==> config.mk <==
export PLATFORM = sky130hd
export DESIGN_NAME = fetch_output
export DESIGN_NICKNAME = d
export VERILOG_FILES = /design/src/common/fetch_pkg.sv /design/src/hw/fetch_output.sv
export SDC_FILE = /design/constraint.sdc
export NUM_CORES = 1
export LEC_CHECK = 0
export BUFFER_PORTS_ARGS = -buffer_cell sky130_fd_sc_hd__buf_2
export CAP_MARGIN = 20
export CELL_PAD_IN_SITES_DETAIL_PLACEMENT = 0
export CELL_PAD_IN_SITES_GLOBAL_PLACEMENT = 1
export CORE_UTILIZATION = 12
export CTS_CLUSTER_SIZE = 12
export DETAILED_ROUTE_END_ITERATION = 8
export PLACE_DENSITY = 0.74
export SLEW_MARGIN = 20
export SYNTH_ARGS = -nofsm -noshare
export SYNTH_HDL_FRONTEND = slang
export SYNTH_SLANG_ARGS = --single-unit
==> constraint.sdc <==
create_clock -name clk -period 1 [get_ports clk]
set_input_delay 0.05 -clock clk [delete_from_list [all_inputs] [get_ports clk]]
set_output_delay 0.05 -clock clk [all_outputs]
set_load 0.02 [all_outputs]
==> src/verification/program.hex <==
// instruction image, one 32-bit word per entry, four words per line, word 0 first
// bits 15:0 of a word hold the parcel at the lower byte address
// 0x00-0x1f aligned 32-bit instructions
00100093 00200113 002081b3 40118233
0041a023 0001a283 00529463 00a00313
// 0x20-0x3f mixed stream, 32-bit instructions straddle words
03930085 410d0031 05338532 859300b5
050500c5 06134501 80820106 00d68693
// 0x40-0x5f c.nop first, so 0x42 starts a 32-bit instruction
07130001 070900e7 00f78793 08134785
87aa0108 01188893 08850805 01290913
// 0x60-0x7f tail of the program
013989b3 0a134a05 8a56015a 016a8a93
0b050a85 017b0b13 018b8b93 0c050b85
==> src/common/fetch_pkg.sv <==
package fetch_pkg;

    // ============================================================
    // basic widths of the fetch stage
    // ============================================================

    // byte address of an instruction
    typedef logic [31:0] addr_t;
    // full 32-bit instruction word
    typedef logic [31:0] instr_t;
    // one 16-bit parcel, compressed instr or half of a 32-bit one
    typedef logic [15:0] half_t;

    // ============================================================
    // instruction memory
    // ============================================================

    // word index width, address bits 11:2
    localparam int IMEM_AW    = 10;
    localparam int IMEM_DEPTH = 1024;
    typedef logic [IMEM_AW-1:0] imem_idx_t;

    // image shared by memory model and testbench
    localparam string IMEM_INIT_FILE = "/design/src/verification/program.hex";

    // ============================================================
    // prefetch buffer and output side
    // ============================================================

    // halfword slots in the prefetch buffer
    localparam int FIFO_DEPTH = 5;
    // occupancy 0..5
    typedef logic [2:0] fifo_cnt_t;
    // halfwords moved per cycle 0..2, write and drain
    typedef logic [1:0] hw_cnt_t;

    // addi x0, x0, 0
    localparam logic [31:0] NOP_INSTR = 32'h0000_0013;
    // forced nop cycles after reset release
    localparam int RESET_SETTLE = 2;

endpackage

==> src/hw/fetch_output.sv <==
`timescale 1ns/1ps

module fetch_output
    import fetch_pkg::*;
(
    input  logic      clk,
    input  logic      rst_n_i,
    // decode accepts the shown instruction
    input  logic      enable_i,
    // shown instruction is 16 bits
    input  logic      is_compress_i,
    // masks the output only
    input  logic      flush_i,
    input  fifo_cnt_t occupancy_i,
    input  instr_t    head_i,
    // parcels to remove at the next edge
    output hw_cnt_t   drain_cnt_o,
    output instr_t    instr_o
);

    // ============================================================
    // reset settle
    // ============================================================

    // counts up to RESET_SETTLE after release, then holds
    logic [$clog2(RESET_SETTLE+1)-1:0] settle_q;
    logic settled;
    // at least one full 32-bit window in the buffer
    logic avail;

    always_ff @(posedge clk) begin
        if (!rst_n_i) begin
            settle_q <= '0;
        end else if (!settled) begin
            settle_q <= settle_q + 1'b1;
        end
    end

    assign settled = (settle_q == RESET_SETTLE);

    // ============================================================
    // output and drain
    // ============================================================

    // a compressed instr only needs one parcel, but two are waited
    // for anyway so decode always sees a full window
    assign avail = settled && (occupancy_i >= 3'd2);

    // nop while not settled, flushed or short of data
    assign instr_o = (avail && !flush_i) ? head_i : NOP_INSTR;

    // drain keeps going under flush
    always_comb begin
        if (!(enable_i && avail)) begin
            drain_cnt_o = 2'd0;
        end else if (is_compress_i) begin
            drain_cnt_o = 2'd1;
        end else begin
            drain_cnt_o = 2'd2;
        end
    end

endmodule

==> impl_metrics.toml <==
[status]
status = "finished, violations left"
violations = "setup timing"

[synth]
ys_warn_count = 0
synth_area_leaders = "nor3b_1, dfxtp_1, buf_2"
synth_cell_type_count = 15
yosys.area.top_type_share_pct = 57.7
syn_inst = 52
yosys.area.top_type = "nor3b_1"
synth-seq-cells = 2
ys_seq_area_share_pct = 10.3
synth_area_um2 = 390
synth.avg_cell_area_um2 = 7.51
syn-num-nets = 93

[power]
combPwrFrac_pct = 79.1
leakage_nw = 0.622
switchingPower_uw = 688
power.total_mw = 1.62
p_seq_share_pct = 9.7
p_sw_share_pct = 42.4
clockPowerShare_pct = 11.2
power.internal_uw = 934
p_per_area_nw_per_um2 = 1140
irDropWorstVdd_v = 0.000818

[cells_and_area]
largest_reg_flops = 2
final_nets = 177
utilization_pct = 46.3
fillerInstances = 292
fin_area_um2 = 1430
area.growth.synth_to_final_pct = 265
reg_top3 = "settle_q x2"
diodes = 0
drive_gt1_share_pct = 96.3
regMostFlops = "settle_q"

[drt]
ant_nets = 0
dr.pass1.iters = 2
route.detailed.drc = 0
drt_iter0_markers = 13
dr_total_vias = 714
finalWirelength_mm = 2.10
post_drt_wl_per_cell_um = 11.8
viasPerCell = 4.01

[setup_path]
arrival_ns = 1.37
reg2reg_to = "settle_q[1]"
required_ns = 0.95
reg2reg_depth = 5
rr_startpoint = "settle_q[0]"
critPathKind = "flop to output port"
crit_path_end_kind = "output port"
worst-r2r-setup-slack_ns = -0.16
cp-start-kind = "flop"
path_max_fanout = 6

[timing]
finClkSkew_ns = 0.00260
hold_slack_ns = 0.0381
period_share_pct = 142
drv_slew = 0
rsz0062_at_grt = "true"
tightestPinTransition_ns = 0.269
slew_headroom_pct = 82.1
max_freq_mhz = 705
period_minus_slack_ns = 1.42
setup_slack_ns = -0.418
setup_viol_count_final = 36
hold_viol = 0

[die]
rows = 20
dieArea_um2 = 3490
die_x_um = 59.0
initial_core_util_pct = 12.7
die_h_um = 59.0
io_pins = 74
core_area_um2 = 3080

[placed_design]
port-buffer-count = 72
dpl_cell_area_um2 = 1200
hpwlAfterDp_mm = 1.64
dp_slack_ns = -0.221
place.gp.congestion = 0.616

[clock_tree]
insertion_delay_ns = 0.22
cts_tree = "built"
root_buffer = "clkbuf_4"
cts_setup_buffers = 0
ctsHtreeMaxLevel = 1
cts-hold-fix-buffers = 0
path_clk_slew_ns = 0.03
cts_made_buffers = 3
clkSinkCount = 2
clockBufferDepth = 2

[global_route]
antenna_found_initial = 0
grt_usage_pct = 12.6
grt_max_degree = 14
grt_pass1_wl_mm = 3.36
grt-ovfl-total = 0
grt_pass1_vias = 765

[flow_run]
drv_cap = 0

[worst_hold_path]
min_to = "settle_q[0]"
min_path_cells = 2
min-delay-start = "rst_n_i"
holdCritPathClass = "primary input to flop"
[cell usage after synthesis]
cell / n
a21boi_0: 1
and2_1: 1
buf_2: 5
buf_6: 1
dfxtp_1: 2
ha_1: 1
inv_1: 1
nand2_1: 2
nand2b_2: 1
nor2_1: 1
nor3_1: 1
nor3b_1: 30
or2_2: 1
or3_1: 3
xnor2_1: 1
[worst max-delay path, stage by stage (launching register included)]
cell      delay (ns)
dfxtp_2         0.31
inv_2           0.05
ha_4            0.15
nand2b_4        0.11
buf_12          0.17
nor3b_4         0.20
buf_6           0.14
[worst max path at each step]
stage / start / to / slack [ns]
after floorplan: settle_q[0] / instr_o[4] / -0.15
after global placement: settle_q[0] / instr_o[2] / -0.19
after detailed placement: settle_q[0] / instr_o[11] / -0.22
after CTS: settle_q[0] / instr_o[17] / -0.44
after global routing: settle_q[0] / instr_o[19] / -0.50
final: settle_q[0] / instr_o[11] / -0.42
[layer usage]
metal / vias up / wire length, um / global-route usage [%]
met5: - / 0 / 0
li1: 356 / - / -
met3: 0 / 192 / 3.71
met1: 319 / 727 / 12.9
met2: 39 / 1180 / 25.3
met4: 0 / 0 / 2.04
[kinds of logic after synthesis]
kind of cell	Yosys count	share of synthesized area, %
flip-flops	2	10.3
AND/OR/NAND/NOR	40	72.1
adder cells (fa/ha/maj)	1	3.20
AO/OA/AOI/OAI	1	1.92
buffers and inverters	7	10.3
XOR/XNOR	1	2.24
[metrics by stage]
step / std cells / setup TNS, ns
floorplan: 52 / -3.17
global placement: 173 / -4.94
detailed placement: 173 / -5.70
CTS: 178 / -13.65
global route: 178 / -15.67
finish: 178 / -12.98
[area by class of cell]
cell class                 count  area (um2)  area share (%)
clock buffer                   3        22.5            1.58
timing repair buffer          84         667            46.8
multi-input combinational     44         636            44.6
sequential                     2        42.5            2.98
inverter                       1        3.75           0.263
tap                           44        55.1            3.86
[layout by cell type, fill, tap and decap left out]
cell type	count
nand2_2	1
ha_4	1
nand2_1	1
inv_2	1
a21boi_2	1
nand2b_4	1
buf_2	40
buf_16	1
nor2_4	1
nand2b_2	1
clkbuf_4	3
nor3b_2	10
dfxtp_2	2
buf_4	19
buf_6	21
or3_4	1
nor3b_4	20
and2_1	1
or3_1	2
buf_12	3
xnor2_1	1
nor3_2	1
or2_2	1
[timing repair]
item | 4_1_cts | 5_1_grt
pin swaps | 0 | 1
gates cloned | 2 | 0
resized for setup | 55 | 1
setup endpoints to repair | 36 | 36
[power groups by stage]
stage	Combinational, mW	Clock [mW]	Sequential (mW)
floorplan	0.754	0	0.157
global placement	1.06	0	0.157
detailed placement	1.08	0	0.160
CTS	1.29	0.192	0.160
global route	1.38	0.204	0.165
finish	1.28	0.181	0.158
(Power assumes the default switching activity.)
