**src/verification/program.hex**
```
// instruction image, one 32-bit word per entry, four words per line, word 0 first
// bits 15:0 of a word hold the parcel at the lower byte address
// 0x00-0x1f aligned 32-bit instructions
00100093 00200113 002081b3 40118233
0041a023 0001a283 00529463 00a00313
// 0x20-0x3f mixed stream, 32-bit instructions straddle words
03930085 410d0031 05338532 859300b5
050500c5 06134501 80820106 00d68693
// 0x40-0x5f c.nop first, so 0x42 starts a 32-bit instruction
07130001 070900e7 00f78793 08134785
87aa0108 01188893 08850805 01290913
// 0x60-0x7f tail of the program
013989b3 0a134a05 8a56015a 016a8a93
0b050a85 017b0b13 018b8b93 0c050b85
```
**src/common/fetch_pkg.sv**
```systemverilog
package fetch_pkg;

    // ============================================================
    // basic widths of the fetch stage
    // ============================================================

    // byte address of an instruction
    typedef logic [31:0] addr_t;
    // full 32-bit instruction word
    typedef logic [31:0] instr_t;
    // one 16-bit parcel, compressed instr or half of a 32-bit one
    typedef logic [15:0] half_t;

    // ============================================================
    // instruction memory
    // ============================================================

    // word index width, address bits 11:2
    localparam int IMEM_AW    = 10;
    localparam int IMEM_DEPTH = 1024;
    typedef logic [IMEM_AW-1:0] imem_idx_t;

    // image shared by memory model and testbench
    localparam string IMEM_INIT_FILE = "/design/src/verification/program.hex";

    // ============================================================
    // prefetch buffer and output side
    // ============================================================

    // halfword slots in the prefetch buffer
    localparam int FIFO_DEPTH = 5;
    // occupancy 0..5
    typedef logic [2:0] fifo_cnt_t;
    // halfwords moved per cycle 0..2, write and drain
    typedef logic [1:0] hw_cnt_t;

    // addi x0, x0, 0
    localparam logic [31:0] NOP_INSTR = 32'h0000_0013;
    // forced nop cycles after reset release
    localparam int RESET_SETTLE = 2;

endpackage

```
**src/common/hw_fill_if.sv**
```systemverilog
`timescale 1ns/1ps

interface hw_fill_if
    import fetch_pkg::*;
();

    // empties the buffer, wins over a write in the same cycle
    logic    clear;
    // halfwords written this edge, 0 means idle
    hw_cnt_t wr_cnt;
    // older parcel, written first
    half_t   wr_lo;
    // younger parcel, only used when wr_cnt is 2
    half_t   wr_hi;

    // prefetch controller side
    modport ctrl (output clear, output wr_cnt, output wr_lo, output wr_hi);

    // buffer side
    modport fifo (input clear, input wr_cnt, input wr_lo, input wr_hi);

endinterface

```
**src/hw/prefetch/halfword_fifo.sv**
```systemverilog
`timescale 1ns/1ps

module halfword_fifo
    import fetch_pkg::*;
(
    input  logic      clk,
    input  logic      rst_n_i,
    // writes and clear from prefetch
    hw_fill_if.fifo   fill,
    // halfwords consumed by decode this edge
    input  hw_cnt_t   drain_cnt_i,
    output fifo_cnt_t occupancy_o,
    // oldest parcel in 15:0, next one in 31:16
    output instr_t    head_o
);

    // slot index 0..4
    typedef logic [2:0] ptr_t;

    // ============================================================
    // pointer arithmetic
    // ============================================================

    // advance modulo FIFO_DEPTH, step is 0..2
    function automatic ptr_t ptr_add(input ptr_t ptr, input hw_cnt_t step);
        logic [3:0] sum;
        sum = {1'b0, ptr} + {2'b00, step};
        if (sum >= 4'(FIFO_DEPTH)) begin
            sum = sum - 4'(FIFO_DEPTH);
        end
        return sum[2:0];
    endfunction

    // ============================================================
    // storage and state
    // ============================================================

    half_t     mem_q [0:FIFO_DEPTH-1];
    ptr_t      rd_ptr_q;
    ptr_t      wr_ptr_q;
    fifo_cnt_t count_q;

    // slots touched by this edge
    ptr_t      wr_ptr_nxt;
    ptr_t      rd_ptr_nxt;

    assign wr_ptr_nxt = ptr_add(wr_ptr_q, 2'd1);
    assign rd_ptr_nxt = ptr_add(rd_ptr_q, 2'd1);

    // parcel storage, pointers decide what is valid
    always_ff @(posedge clk) begin
        if (!fill.clear) begin
            if (fill.wr_cnt != 2'd0) begin
                mem_q[wr_ptr_q] <= fill.wr_lo;
            end
            if (fill.wr_cnt == 2'd2) begin
                mem_q[wr_ptr_nxt] <= fill.wr_hi;
            end
        end
    end

    // pointers and level
    // clear wins over both write and drain
    always_ff @(posedge clk) begin
        if (!rst_n_i) begin
            rd_ptr_q <= '0;
            wr_ptr_q <= '0;
            count_q  <= '0;
        end else if (fill.clear) begin
            rd_ptr_q <= '0;
            wr_ptr_q <= '0;
            count_q  <= '0;
        end else begin
            rd_ptr_q <= ptr_add(rd_ptr_q, drain_cnt_i);
            wr_ptr_q <= ptr_add(wr_ptr_q, fill.wr_cnt);
            // drain only ever covers parcels already held
            count_q  <= count_q + fifo_cnt_t'(fill.wr_cnt) - fifo_cnt_t'(drain_cnt_i);
        end
    end

    // ============================================================
    // read side
    // ============================================================

    // upper half may be stale when occupancy is 1
    // output side masks that case
    assign head_o      = {mem_q[rd_ptr_nxt], mem_q[rd_ptr_q]};
    assign occupancy_o = count_q;

endmodule

```
**src/flat_wrapper.sv**
```systemverilog
// flat-port wrapper written by rule: the top's interface ports become plain ports
module halfword_fifo_flat import fetch_pkg::*;
  (clk, rst_n_i, drain_cnt_i, occupancy_o, head_o, fill_clear, fill_wr_cnt, fill_wr_lo, fill_wr_hi);
  hw_fill_if fill_i ();
  input  logic clk;
  input  logic rst_n_i;
  input  hw_cnt_t drain_cnt_i;
  output fifo_cnt_t occupancy_o;
  output instr_t head_o;
  input wire logic [$bits(fill_i.clear)-1:0] fill_clear;
  input wire logic [$bits(fill_i.wr_cnt)-1:0] fill_wr_cnt;
  input wire logic [$bits(fill_i.wr_lo)-1:0] fill_wr_lo;
  input wire logic [$bits(fill_i.wr_hi)-1:0] fill_wr_hi;
  assign fill_i.clear = fill_clear;
  assign fill_i.wr_cnt = fill_wr_cnt;
  assign fill_i.wr_lo = fill_wr_lo;
  assign fill_i.wr_hi = fill_wr_hi;
  halfword_fifo u_core (.clk(clk), .rst_n_i(rst_n_i), .fill(fill_i), .drain_cnt_i(drain_cnt_i), .occupancy_o(occupancy_o), .head_o(head_o));
endmodule
```
**config.mk**
```make
export PLATFORM = sky130hd
export DESIGN_NAME = halfword_fifo_flat
export DESIGN_NICKNAME = d
export VERILOG_FILES = /design/src/common/fetch_pkg.sv /design/src/common/hw_fill_if.sv /design/src/hw/prefetch/halfword_fifo.sv /design/src/flat_wrapper.sv
export SDC_FILE = /design/constraint.sdc
export NUM_CORES = 1
export LEC_CHECK = 0
export BUFFER_PORTS_ARGS = -buffer_cell sky130_fd_sc_hd__buf_2
export CORE_MARGIN = 10
export CORE_UTILIZATION = 30
export CTS_BUF_LIST = sky130_fd_sc_hd__clkbuf_4 sky130_fd_sc_hd__clkbuf_8
export CTS_CLUSTER_SIZE = 40
export DETAILED_ROUTE_END_ITERATION = 8
export HOLD_SLACK_MARGIN = 0.1
export SLEW_MARGIN = 0
export SYNTH_ARGS = -nofsm -noshare
export SYNTH_HDL_FRONTEND = slang
export SYNTH_SLANG_ARGS = --single-unit
```
**constraint.sdc**
```tcl
create_clock -name clk -period 4.6 [get_ports clk]
set_clock_uncertainty 0.05 [all_clocks]
set_input_delay 1.38 -clock clk [delete_from_list [all_inputs] [get_ports clk]]
set_output_delay 1.38 -clock clk [all_outputs]
set_load 0.03 [all_outputs]
```
==> impl_metrics.sql <==
INSERT INTO impl_metrics (metric_group, metric, value, unit) VALUES
('yosys', 'number_of_synthesized_flops_with_an_enable_pin', '80', ''),
('timing', 'setup-violations-final', '0', ''),
('clocking', 'clock-root-buffer', 'clkbuf_8', ''),
('detailed_routing', 'routed_wl', '14.5', 'mm'),
('critical_path', 'worst-path-max-fanout', '10', ''),
('placed_design', 'dp_worst_setup_slack', '0.719', 'ns'),
('critical_path', 'setup.reg_to_reg.worst_slack', '1.62', 'ns'),
('yosys', 'synth.cell_area', '0.00550', 'mm2'),
('global_routing', 'grt_antenna_before_repair', '0', ''),
('clocking', 'worst_setup_hold_path_clk_slew', '0.10', 'ns'),
('clocking', 'clock_tree_from_tritoncts', 'done', ''),
('layout', 'area_delta_synth_final', '14.8', '%'),
('floorplanning', 'core_area', '0.0180', 'mm2'),
('timing', 'final-max-slew-violation-count', '0', ''),
('min_path', 'worstHoldPathType', 'reg2reg', ''),
('yosys', 'synth_seq_cells', '89', ''),
('clocking', 'cts_max_path_buffers', '2', ''),
('detailed_routing', 'routed_via_density', '5.09', ''),
('floorplanning', 'std_cell_rows', '49', ''),
('yosys', 'synthDominantCellAreaShare', '43.7', '%'),
('timing', 'transition_time_at_the_pin_with_the_least_slew_margin', '1.11', 'ns'),
('timing', 'unrepaired_setup_endpoints_after_global_routing', 'false', ''),
('yosys', 'postSynthNetCount', '410', ''),
('detailed_routing', 'drtAntennaViolNets', '0', ''),
('detailed_routing', 'routed-via-count', '3386', ''),
('timing', 'postLayoutSetupSlackWorst', '0.331', 'ns'),
('critical_path', 'critical_path_required', '3.17', 'ns'),
('layout', 'layout.cells.most_common', 'mux2_2', ''),
('clocking', 'worstSkewPairLatency', '0.38', 'ns'),
('power_and_ir_drop', 'power.density', '315', 'mW/mm2'),
('clocking', 'holdBufCountCts', '0', ''),
('critical_path', 'reg2reg_depth', '8', ''),
('timing', 'period_share', '92.8', '%'),
('min_path', 'min_to', 'u_core.occupancy_o[2]', ''),
('global_routing', 'grt_pass1_vias', '3771', ''),
('timing', 'fin_tns_setup', '0', 'ns'),
('critical_path', 'timing.rr.end', 'u_core.mem_q[4][7]', ''),
('clocking', 'tritoncts.num_buffers', '9', ''),
('critical_path', 'critPathLaunch', 'u_core.rd_ptr_q[1]', ''),
('detailed_routing', 'firstDrtPassIters', '4', ''),
('yosys', 'post_synthesis_cell_count', '353', ''),
('layout', 'antenna-diode-count', '0', ''),
('status', 'run_status', 'finished clean', ''),
('min_path', 'hp-start', 'u_core.occupancy_o[2]', ''),
('power_and_ir_drop', 'worst_ir_drop_vdd', '153', 'uV'),
('floorplanning', 'floorplan.die_area', '0.0241', 'mm2'),
('global_routing', 'grt_start_max_net_pins', '17', ''),
('yosys', 'yosys_warnings', '0', ''),
('placed_design', 'portBuffers', '73', ''),
('placed_design', 'hpwl', '9.91', 'mm'),
('floorplanning', 'die_y', '155', 'um'),
('power_and_ir_drop', 'power_leakage', '2.33', 'nW'),
('detailed_routing', 'wire_per_inst', '21.8', 'um'),
('floorplanning', 'die-width', '155', 'um'),
('floorplanning', 'floorplan.initialDensity', '30.5', '%'),
('timing', 'finalWorstPathRequiredPeriod', '4.27', 'ns'),
('yosys', 'synth_largest_area_cell', 'edfxtp_1', ''),
('yosys', 'seq_area_frac_synth', '47.0', '%'),
('detailed_routing', 'detail_route.drc_violations', '0', ''),
('yosys', 'synthTopCellsByArea', 'edfxtp_1 44%, mux2_2 21%, mux4_2 12%, dfxtp_1 3.3%, ha_1 3.2%', ''),
('timing', 'worst_hold_slack', '0.621', 'ns'),
('flow_run', 'max_cap_violations', '0', ''),
('layout', 'mostFrequentLayoutCells', '103 x mux2_2, 80 x edfxtp_1, 73 x buf_2, 30 x mux4_2, 15 x inv_1', ''),
('floorplanning', 'io_pins', '74', ''),
('yosys', 'proportion_of_synthesized_flip_flops_having_asynchronous_set_or_reset', '0', '%'),
('clocking', 'postCtsSetupBuffers', '0', ''),
('clocking', 'h-tree-depth', '3', ''),
('power_and_ir_drop', 'p_total', '0.00199', 'W'),
('layout', 'final_layout_size_suffix_gt1_share', '58.7', '%'),
('timing', 'slew_headroom', '26.3', '%'),
('timing', 'hold_viol', '0', '');
==> worst max-delay path, stage by stage (launching register included) <==
cell and delay (ns):
dfxtp_1 0.63, inv_1 0.09, ha_1 0.19, and2_1 0.16, a32oi_2 0.19, xor2_2 0.17, buf_4 0.24, mux4_2 0.34
mux2_2 0.27, buf_2 0.18
==> layout make-up <==
class	instances	area, um2
Fill cell	1775	11700
Multi-Input combinational cell	228	2740
Sequential cell	89	2580
Timing Repair Buffer	87	470
Tap cell	229	287
Clock buffer	10	131
Inverter	16	60.1
Clock inverter	6	41.3
==> kinds of logic after synthesis <==
kind of cell,synth area share (%)
DFF,47.0
and+or+nand+nor,3.73
muxes,37.2
buffers and inverters,3.55
adders and majority gates,4.64
AOI/OAI and AO/OA,2.39
xor gates and xnor gates,1.55
==> per-layer routing <==
metal	up-vias	track usage, %	share of wire (%)
li1	1539	-	-
met1	1722	14.7	43
met2	105	20.0	50
met3	20	2.87	4.9
met4	0	4.68	2.4
met5	-	0	0
==> metrics by stage <==
stage	cells	area (um2)	utilization [%]
finish	665	6310	35.0
CTS	665	6310	35.0
global placement	649	6140	34.1
floorplan	353	5500	-
detailed placement	649	6140	34.1
global route	665	6310	35.0
==> Yosys cell counts (3+ instances only) <==
cell / count
mux2_2: 103
edfxtp_1: 80
mux4_2: 30
inv_1: 15
ha_1: 14
nor2_1: 11
dfxtp_1: 9
mux2_4: 9
a21oi_1: 6
buf_2: 6
o21ai_0: 6
buf_6: 5
nand2_1: 5
nand2b_1: 5
buf_4: 4
clkbuf_1: 4
fa_1: 4
xnor2_1: 4
nor2b_1: 3
==> report_power, final <==
group	internal [W]	leakage (nW)	total, W	switching (W)
Sequential	0.000923	0.805	0.000947	0.0000238
Clock	0.000205	0.0942	0.000512	0.000307
Combinational	0.000230	1.43	0.000528	0.000298
==> registers in the layout, summed over array words and instances (netlist names) <==
signal / count
u_core.occupancy_o: 3
u_core.mem_q: 80
u_core.rd_ptr_q: 3
u_core.wr_ptr_q: 3
==> how the worst max path moves through the flow <==
stage / to / slack, ns / cells after the start
finish: head_o[23] / 0.33 / 9
global route: head_o[31] / 0.13 / 4
CTS: head_o[31] / 0.28 / 4
detailed placement: head_o[23] / 0.72 / 9
global placement: head_o[16] / 0.75 / 4
floorplan: head_o[21] / 0.52 / 10
No activity file was read; power rests on OpenSTA's default activity.
