**src/verification/program.hex**
```
// instruction image, one 32-bit word per entry, four words per line, word 0 first
// bits 15:0 of a word hold the parcel at the lower byte address
// 0x00-0x1f aligned 32-bit instructions
00100093 00200113 002081b3 40118233
0041a023 0001a283 00529463 00a00313
// 0x20-0x3f mixed stream, 32-bit instructions straddle words
03930085 410d0031 05338532 859300b5
050500c5 06134501 80820106 00d68693
// 0x40-0x5f c.nop first, so 0x42 starts a 32-bit instruction
07130001 070900e7 00f78793 08134785
87aa0108 01188893 08850805 01290913
// 0x60-0x7f tail of the program
013989b3 0a134a05 8a56015a 016a8a93
0b050a85 017b0b13 018b8b93 0c050b85
```
**src/common/fetch_pkg.sv**
```systemverilog
package fetch_pkg;

    // ============================================================
    // basic widths of the fetch stage
    // ============================================================

    // byte address of an instruction
    typedef logic [31:0] addr_t;
    // full 32-bit instruction word
    typedef logic [31:0] instr_t;
    // one 16-bit parcel, compressed instr or half of a 32-bit one
    typedef logic [15:0] half_t;

    // ============================================================
    // instruction memory
    // ============================================================

    // word index width, address bits 11:2
    localparam int IMEM_AW    = 10;
    localparam int IMEM_DEPTH = 1024;
    typedef logic [IMEM_AW-1:0] imem_idx_t;

    // image shared by memory model and testbench
    localparam string IMEM_INIT_FILE = "/design/src/verification/program.hex";

    // ============================================================
    // prefetch buffer and output side
    // ============================================================

    // halfword slots in the prefetch buffer
    localparam int FIFO_DEPTH = 5;
    // occupancy 0..5
    typedef logic [2:0] fifo_cnt_t;
    // halfwords moved per cycle 0..2, write and drain
    typedef logic [1:0] hw_cnt_t;

    // addi x0, x0, 0
    localparam logic [31:0] NOP_INSTR = 32'h0000_0013;
    // forced nop cycles after reset release
    localparam int RESET_SETTLE = 2;

endpackage

```
**src/common/hw_fill_if.sv**
```systemverilog
`timescale 1ns/1ps

interface hw_fill_if
    import fetch_pkg::*;
();

    // empties the buffer, wins over a write in the same cycle
    logic    clear;
    // halfwords written this edge, 0 means idle
    hw_cnt_t wr_cnt;
    // older parcel, written first
    half_t   wr_lo;
    // younger parcel, only used when wr_cnt is 2
    half_t   wr_hi;

    // prefetch controller side
    modport ctrl (output clear, output wr_cnt, output wr_lo, output wr_hi);

    // buffer side
    modport fifo (input clear, input wr_cnt, input wr_lo, input wr_hi);

endinterface

```
**src/hw/prefetch/prefetch_ctrl.sv**
```systemverilog
`timescale 1ns/1ps

module prefetch_ctrl
    import fetch_pkg::*;
(
    input  logic      clk,
    input  logic      rst_n_i,
    // redirect from decode
    input  logic      taken_i,
    input  addr_t     redirect_i,
    // buffer level before this edge
    input  fifo_cnt_t occupancy_i,
    // memory request
    output logic      rd_en_o,
    output imem_idx_t rd_addr_o,
    input  instr_t    rd_data_i,
    // halfword writes into the buffer
    hw_fill_if.ctrl   fill
);

    // ============================================================
    // state
    // ============================================================

    // next word to request
    addr_t     fetch_addr_q;
    // read strobe to memory
    logic      rd_en_q;
    imem_idx_t rd_addr_q;
    // memory data valid this cycle
    logic      resp_vld_q;
    // redirect landed on the upper halfword
    logic      skip_lo_q;

    // redirect target rounded down to its word
    addr_t     redirect_word;
    // halfwords written now
    hw_cnt_t   wr_cnt;
    // buffer level plus everything still on its way
    logic [3:0] demand;
    // room for one more word
    logic      room;

    assign redirect_word = {redirect_i[31:2], 2'b00};

    // ============================================================
    // issue decision
    // ============================================================

    // count the return written now and the word in the memory
    // a new word lands two edges later, so 3 + 2 never exceeds 5
    assign demand = {1'b0, occupancy_i} + {2'b00, wr_cnt} + (rd_en_q ? 4'd2 : 4'd0);
    assign room   = (demand <= 4'd3);

    // control flags
    always_ff @(posedge clk) begin
        if (!rst_n_i) begin
            rd_en_q      <= 1'b0;
            resp_vld_q   <= 1'b0;
            skip_lo_q    <= 1'b0;
            fetch_addr_q <= '0;
        end else if (taken_i) begin
            // restart at the target, drop the read still in memory
            rd_en_q      <= 1'b1;
            resp_vld_q   <= 1'b0;
            skip_lo_q    <= redirect_i[1];
            fetch_addr_q <= redirect_word + 32'd4;
        end else begin
            rd_en_q    <= room;
            resp_vld_q <= rd_en_q;
            // only the first return after a redirect is partial
            if (resp_vld_q) begin
                skip_lo_q <= 1'b0;
            end
            if (room) begin
                fetch_addr_q <= fetch_addr_q + 32'd4;
            end
        end
    end

    // request address, qualified by rd_en_q
    always_ff @(posedge clk) begin
        if (taken_i) begin
            rd_addr_q <= redirect_word[11:2];
        end else if (room) begin
            rd_addr_q <= fetch_addr_q[11:2];
        end
    end

    assign rd_en_o   = rd_en_q;
    assign rd_addr_o = rd_addr_q;

    // ============================================================
    // fill path
    // ============================================================

    // partial return keeps only the upper parcel
    always_comb begin
        if (!resp_vld_q) begin
            wr_cnt = 2'd0;
        end else if (skip_lo_q) begin
            wr_cnt = 2'd1;
        end else begin
            wr_cnt = 2'd2;
        end
    end

    assign fill.clear  = taken_i;
    assign fill.wr_cnt = wr_cnt;
    assign fill.wr_lo  = skip_lo_q ? rd_data_i[31:16] : rd_data_i[15:0];
    assign fill.wr_hi  = rd_data_i[31:16];

endmodule

```
**src/flat_wrapper.sv**
```systemverilog
// flat-port wrapper written by rule: the top's interface ports become plain ports
module prefetch_ctrl_flat import fetch_pkg::*;
  (clk, rst_n_i, taken_i, redirect_i, occupancy_i, rd_en_o, rd_addr_o, rd_data_i, fill_clear, fill_wr_cnt, fill_wr_lo, fill_wr_hi);
  hw_fill_if fill_i ();
  input  logic clk;
  input  logic rst_n_i;
  input  logic taken_i;
  input  addr_t redirect_i;
  input  fifo_cnt_t occupancy_i;
  output logic rd_en_o;
  output imem_idx_t rd_addr_o;
  input  instr_t rd_data_i;
  output wire logic [$bits(fill_i.clear)-1:0] fill_clear;
  output wire logic [$bits(fill_i.wr_cnt)-1:0] fill_wr_cnt;
  output wire logic [$bits(fill_i.wr_lo)-1:0] fill_wr_lo;
  output wire logic [$bits(fill_i.wr_hi)-1:0] fill_wr_hi;
  assign fill_clear = fill_i.clear;
  assign fill_wr_cnt = fill_i.wr_cnt;
  assign fill_wr_lo = fill_i.wr_lo;
  assign fill_wr_hi = fill_i.wr_hi;
  prefetch_ctrl u_core (.clk(clk), .rst_n_i(rst_n_i), .taken_i(taken_i), .redirect_i(redirect_i), .occupancy_i(occupancy_i), .rd_en_o(rd_en_o), .rd_addr_o(rd_addr_o), .rd_data_i(rd_data_i), .fill(fill_i));
endmodule
```
**config.mk**
```make
export PLATFORM = sky130hd
export DESIGN_NAME = prefetch_ctrl_flat
export DESIGN_NICKNAME = d
export VERILOG_FILES = /design/src/common/fetch_pkg.sv /design/src/common/hw_fill_if.sv /design/src/hw/prefetch/prefetch_ctrl.sv /design/src/flat_wrapper.sv
export SDC_FILE = /design/constraint.sdc
export NUM_CORES = 1
export LEC_CHECK = 0
export BUFFER_PORTS_ARGS = -buffer_cell sky130_fd_sc_hd__buf_4
export CORE_ASPECT_RATIO = 1.2
export CORE_UTILIZATION = 36
export DETAILED_ROUTE_END_ITERATION = 10
export PLACE_DENSITY = 0.81
export SYNTH_ARGS = -nofsm -noshare
export SYNTH_HDL_FRONTEND = slang
export SYNTH_SLANG_ARGS = --single-unit
```
**constraint.sdc**
```tcl
create_clock -name clk -period 2.87 [get_ports clk]
set_clock_uncertainty 0.05 [all_clocks]
set_input_delay 0.287 -clock clk [delete_from_list [all_inputs] [get_ports clk]]
set_output_delay 0.287 -clock clk [all_outputs]
set_load 0.05 [all_outputs]
```
==> run summary <==
The most used flip-flop cell after synthesis is dfxtp_1. Wires add up to 3625 µm. Routed wire length per instance: 13.09 µm. The tools report the detailed-routing iteration count for the pre-antenna-repair pass as 4. The switching fraction of total power was 38.89%. The run finished with clean final reports.

For this configuration, the core starts out at a cell density of 38.09%. For the final routed database, the setup TNS stands at 0 ns. During placement, the flow inserted port buffers numbering 94. For this design the total switching power over the nets is 0.4140 mW. The run gives 0 as the total grt overflow. The share of the Yosys chip area taken by registers is 36.75%. In this run the standard cell core region covers 0.004004 mm². For the number of nets produced by synthesis, the log shows 218. The synthesized netlist occupies a cell area of 0.001525 mm². The type of the worst setup path is flip-flop to flip-flop. Gates resized during post-CTS repair numbered 0. For the full die area, the log shows 0.004502 mm². For this design the static power due to leakage is 1.002 nW.

Counting every sink on the clock net gives 23. Setup slack on the critical path of the routed design comes to 0.2747 ns. For the logic gate share of total power, the log shows 43.2%. The height of the die is 73.30 µm. The run gives 0.27 ns as the worst setup slack for register-to-register paths.

The antenna diode count was 0; the post-CTS setup buffer count was 0. The total routing resource utilization after global routing is 15.75%, and the worst-skew pair later-pin latency is 0.27 ns. For the maximum level of the CTS H-tree, the log shows 1. The via count of the first global-routing pass was 1184; the clock network fraction of total power was 19.3%. Of the available clock period, the critical path in the final layout requires 90.43%. The tree is rooted in a clkbuf_8. Entering global routing, the biggest net connects 24 pins.

Area growth from synthesis to layout: 45.45%. Pin placement for this block handled 116 I/O pins. The minimum setup slack after placement was 0.2527 ns.

Along the worst path, the maximum fanout reaches 9. In this run, synthesis inferred 10 flip-flops with an integrated enable. The max-slew violation count came out at 0. The fraction of final layout cells with drive strength greater than 1 was 60.99%. Type of the worst min-delay path: input pin to flip-flop.

The wire-length estimate of the detail-placed layout is 2925 µm. The number of different library cells used by synthesis comes to 43. Based on the critical path, the design can be clocked at up to 385.3 MHz. After synthesis, the mean cell area works out to 10.52 µm². The run gives 3.04 ns as the worst endpoint required time.

The count of nets left with antenna violations once routing finished came out at 0. At the pin with the least slew margin, the transition time is 0.4013 ns. Capturing element type of the critical path: a flip-flop. For the count of final setup violators, the log shows 0.

The tools report the vias after detailed routing as 1351. Counting along the longest clock path gives a buffer depth of 2. The run gives 0.1982 mV as the maximum vdd ir drop. In the routed design, unresolved DRC markers number 0. In this run the cell area measured after placement is 0.002172 mm².

The weighted congestion at the end of routability-driven global placement was 0.7924. In the final design database the tool counted 297 nets. After detailed routing, the number of vias per cell comes to 4.877.

Count of final hold-check violations: 0. Once layout is complete, the utilization of the core stands at 55.41%. Hold is met by 0.2047 ns.

The Yosys step of the flow raised 0 warnings. The number of antenna violations at the first check in global routing was 0; the clock transition at the register clock pins on the worst setup and hold paths after CTS was 0.08 ns. STA puts the critical path data arrival time at 2.76 ns. The finished layout holds 277 standard cells, fillers aside. The TritonCTS buffer count was 3; the post-layout instance area was 0.002218 mm². The count of state elements after synthesis came out at 23. Internal power comes to 0.6506 mW.

The run gives 37.6% as the share of power burned in registers. After floorplanning, the core was divided into 25 placement rows. The smallest clock period supported by the final layout is computed as 2.595 ns. The tools report the worst slew margin relative to its limit as 72.48%. The share of synthesized flip-flops with an asynchronous set or reset was 0%. The logs give 0 for the number of max-capacitance violations reported and 273 for the post-placement cell count. The run gives 5161 µm as the first-pass GRT wire length. Setup repair after global routing left no endpoint under its margin. The overall power after layout is 1.065 mW. The power per cell area is 479.9 mW/mm², and the cts-stage hold buffer count is 0. TritonCTS built the clock tree.

The startpoint type of the worst setup path is a flip-flop. The floorplan step set the die width to 61.42 µm. In this run, the number of DRC markers left after iteration 0 of detailed routing was 31. The run gives 145 as the post-synthesis instance total.
layout make-up:
cell class                      count  area [µm²]
Clock inverter                      1       5.005
Timing Repair Buffer               98       748.2
Sequential cell                    23       560.5
Inverter                            5       18.77
Fill cell                         364        1785
Clock buffer                        3       41.29
Tap cell                           54       67.56
Multi-Input combinational cell     93       777.0
per-layer routing:
metal  track usage (%)  wire [µm]
met1             15.39       1318
met2             30.07       1846
met3             4.577        392
met4             5.926         68
met5                 0          0
logic make-up (layout without fill, tap and decap cells):
kind of cell	Yosys count	after routing	share of synthesized area [%]
buf+inv	29	107	12.80
mux	26	26	19.36
flops	23	23	36.75
xor+xnor	3	3	1.723
simple gates	44	44	17.56
fa+ha+maj	3	3	3.445
compound gates	17	17	8.369
state kept, by name, summed over array words and instances, names as in the netlist:
name and flops:
u_core.fetch_addr_q 10, u_core.rd_addr_o 10, u_core.rd_en_o 1, u_core.resp_vld_q 1
u_core.skip_lo_q 1
worst paths after layout:
path | start | to | depth (start not counted)
setup / recovery | u_core.resp_vld_q | u_core.fetch_addr_q[9] | 10
setup reg to reg | u_core.resp_vld_q | u_core.fetch_addr_q[9] | 10
hold reg to reg | u_core.fetch_addr_q[3] | u_core.fetch_addr_q[3] | 2
hold / removal | redirect_i[1] | u_core.skip_lo_q | 3
synthesized netlist by cell type (3+ instances only):
cell	count	share of area, %
nand2_1	9	2.2
a21oi_1	4	1.3
buf_2	3	0.98
dfxtp_1	13	17
buf_4	17	8.4
nand3_1	14	4.6
nor2_1	4	0.98
mux2_2	24	18
inv_1	5	1.2
edfxtp_1	10	20
layout by cell type (no fill, tap or decap), types with 2 or more instances in the layout:
| cell type | instances |
|---|---|
| a21oi_1 | 4 |
| and2_1 | 2 |
| buf_4 | 97 |
| clkbuf_8 | 3 |
| dfxtp_1 | 13 |
| edfxtp_1 | 10 |
| fa_1 | 2 |
| inv_1 | 5 |
| mux2_2 | 24 |
| nand2_1 | 9 |
| nand3_1 | 14 |
| nand4_4 | 2 |
| nand4b_1 | 2 |
| nor2_1 | 4 |
| nor3_1 | 2 |
| o21ai_0 | 2 |
| o21ai_1 | 2 |
| xnor2_1 | 2 |
worst max-delay path, stage by stage, from the launching register on:
cell	delay, ns
dfxtp_1	0.32
nor2b_4	0.13
fa_1	0.52
and3_1	0.16
fa_1	0.41
o21ba_2	0.21
inv_1	0.26
buf_4	0.19
nand3_1	0.07
a21o_1	0.15
nand3_1	0.06
power groups by stage:
stage / Sequential, mW / Clock (mW) / Combinational, mW
floorplan: 0.479 / 0 / 0.248
global placement: 0.406 / 0 / 0.457
detailed placement: 0.407 / 0 / 0.462
CTS: 0.400 / 0.209 / 0.463
global route: 0.405 / 0.223 / 0.486
finish: 0.400 / 0.205 / 0.460
Note: power is estimated with default switching activity, not from simulation.
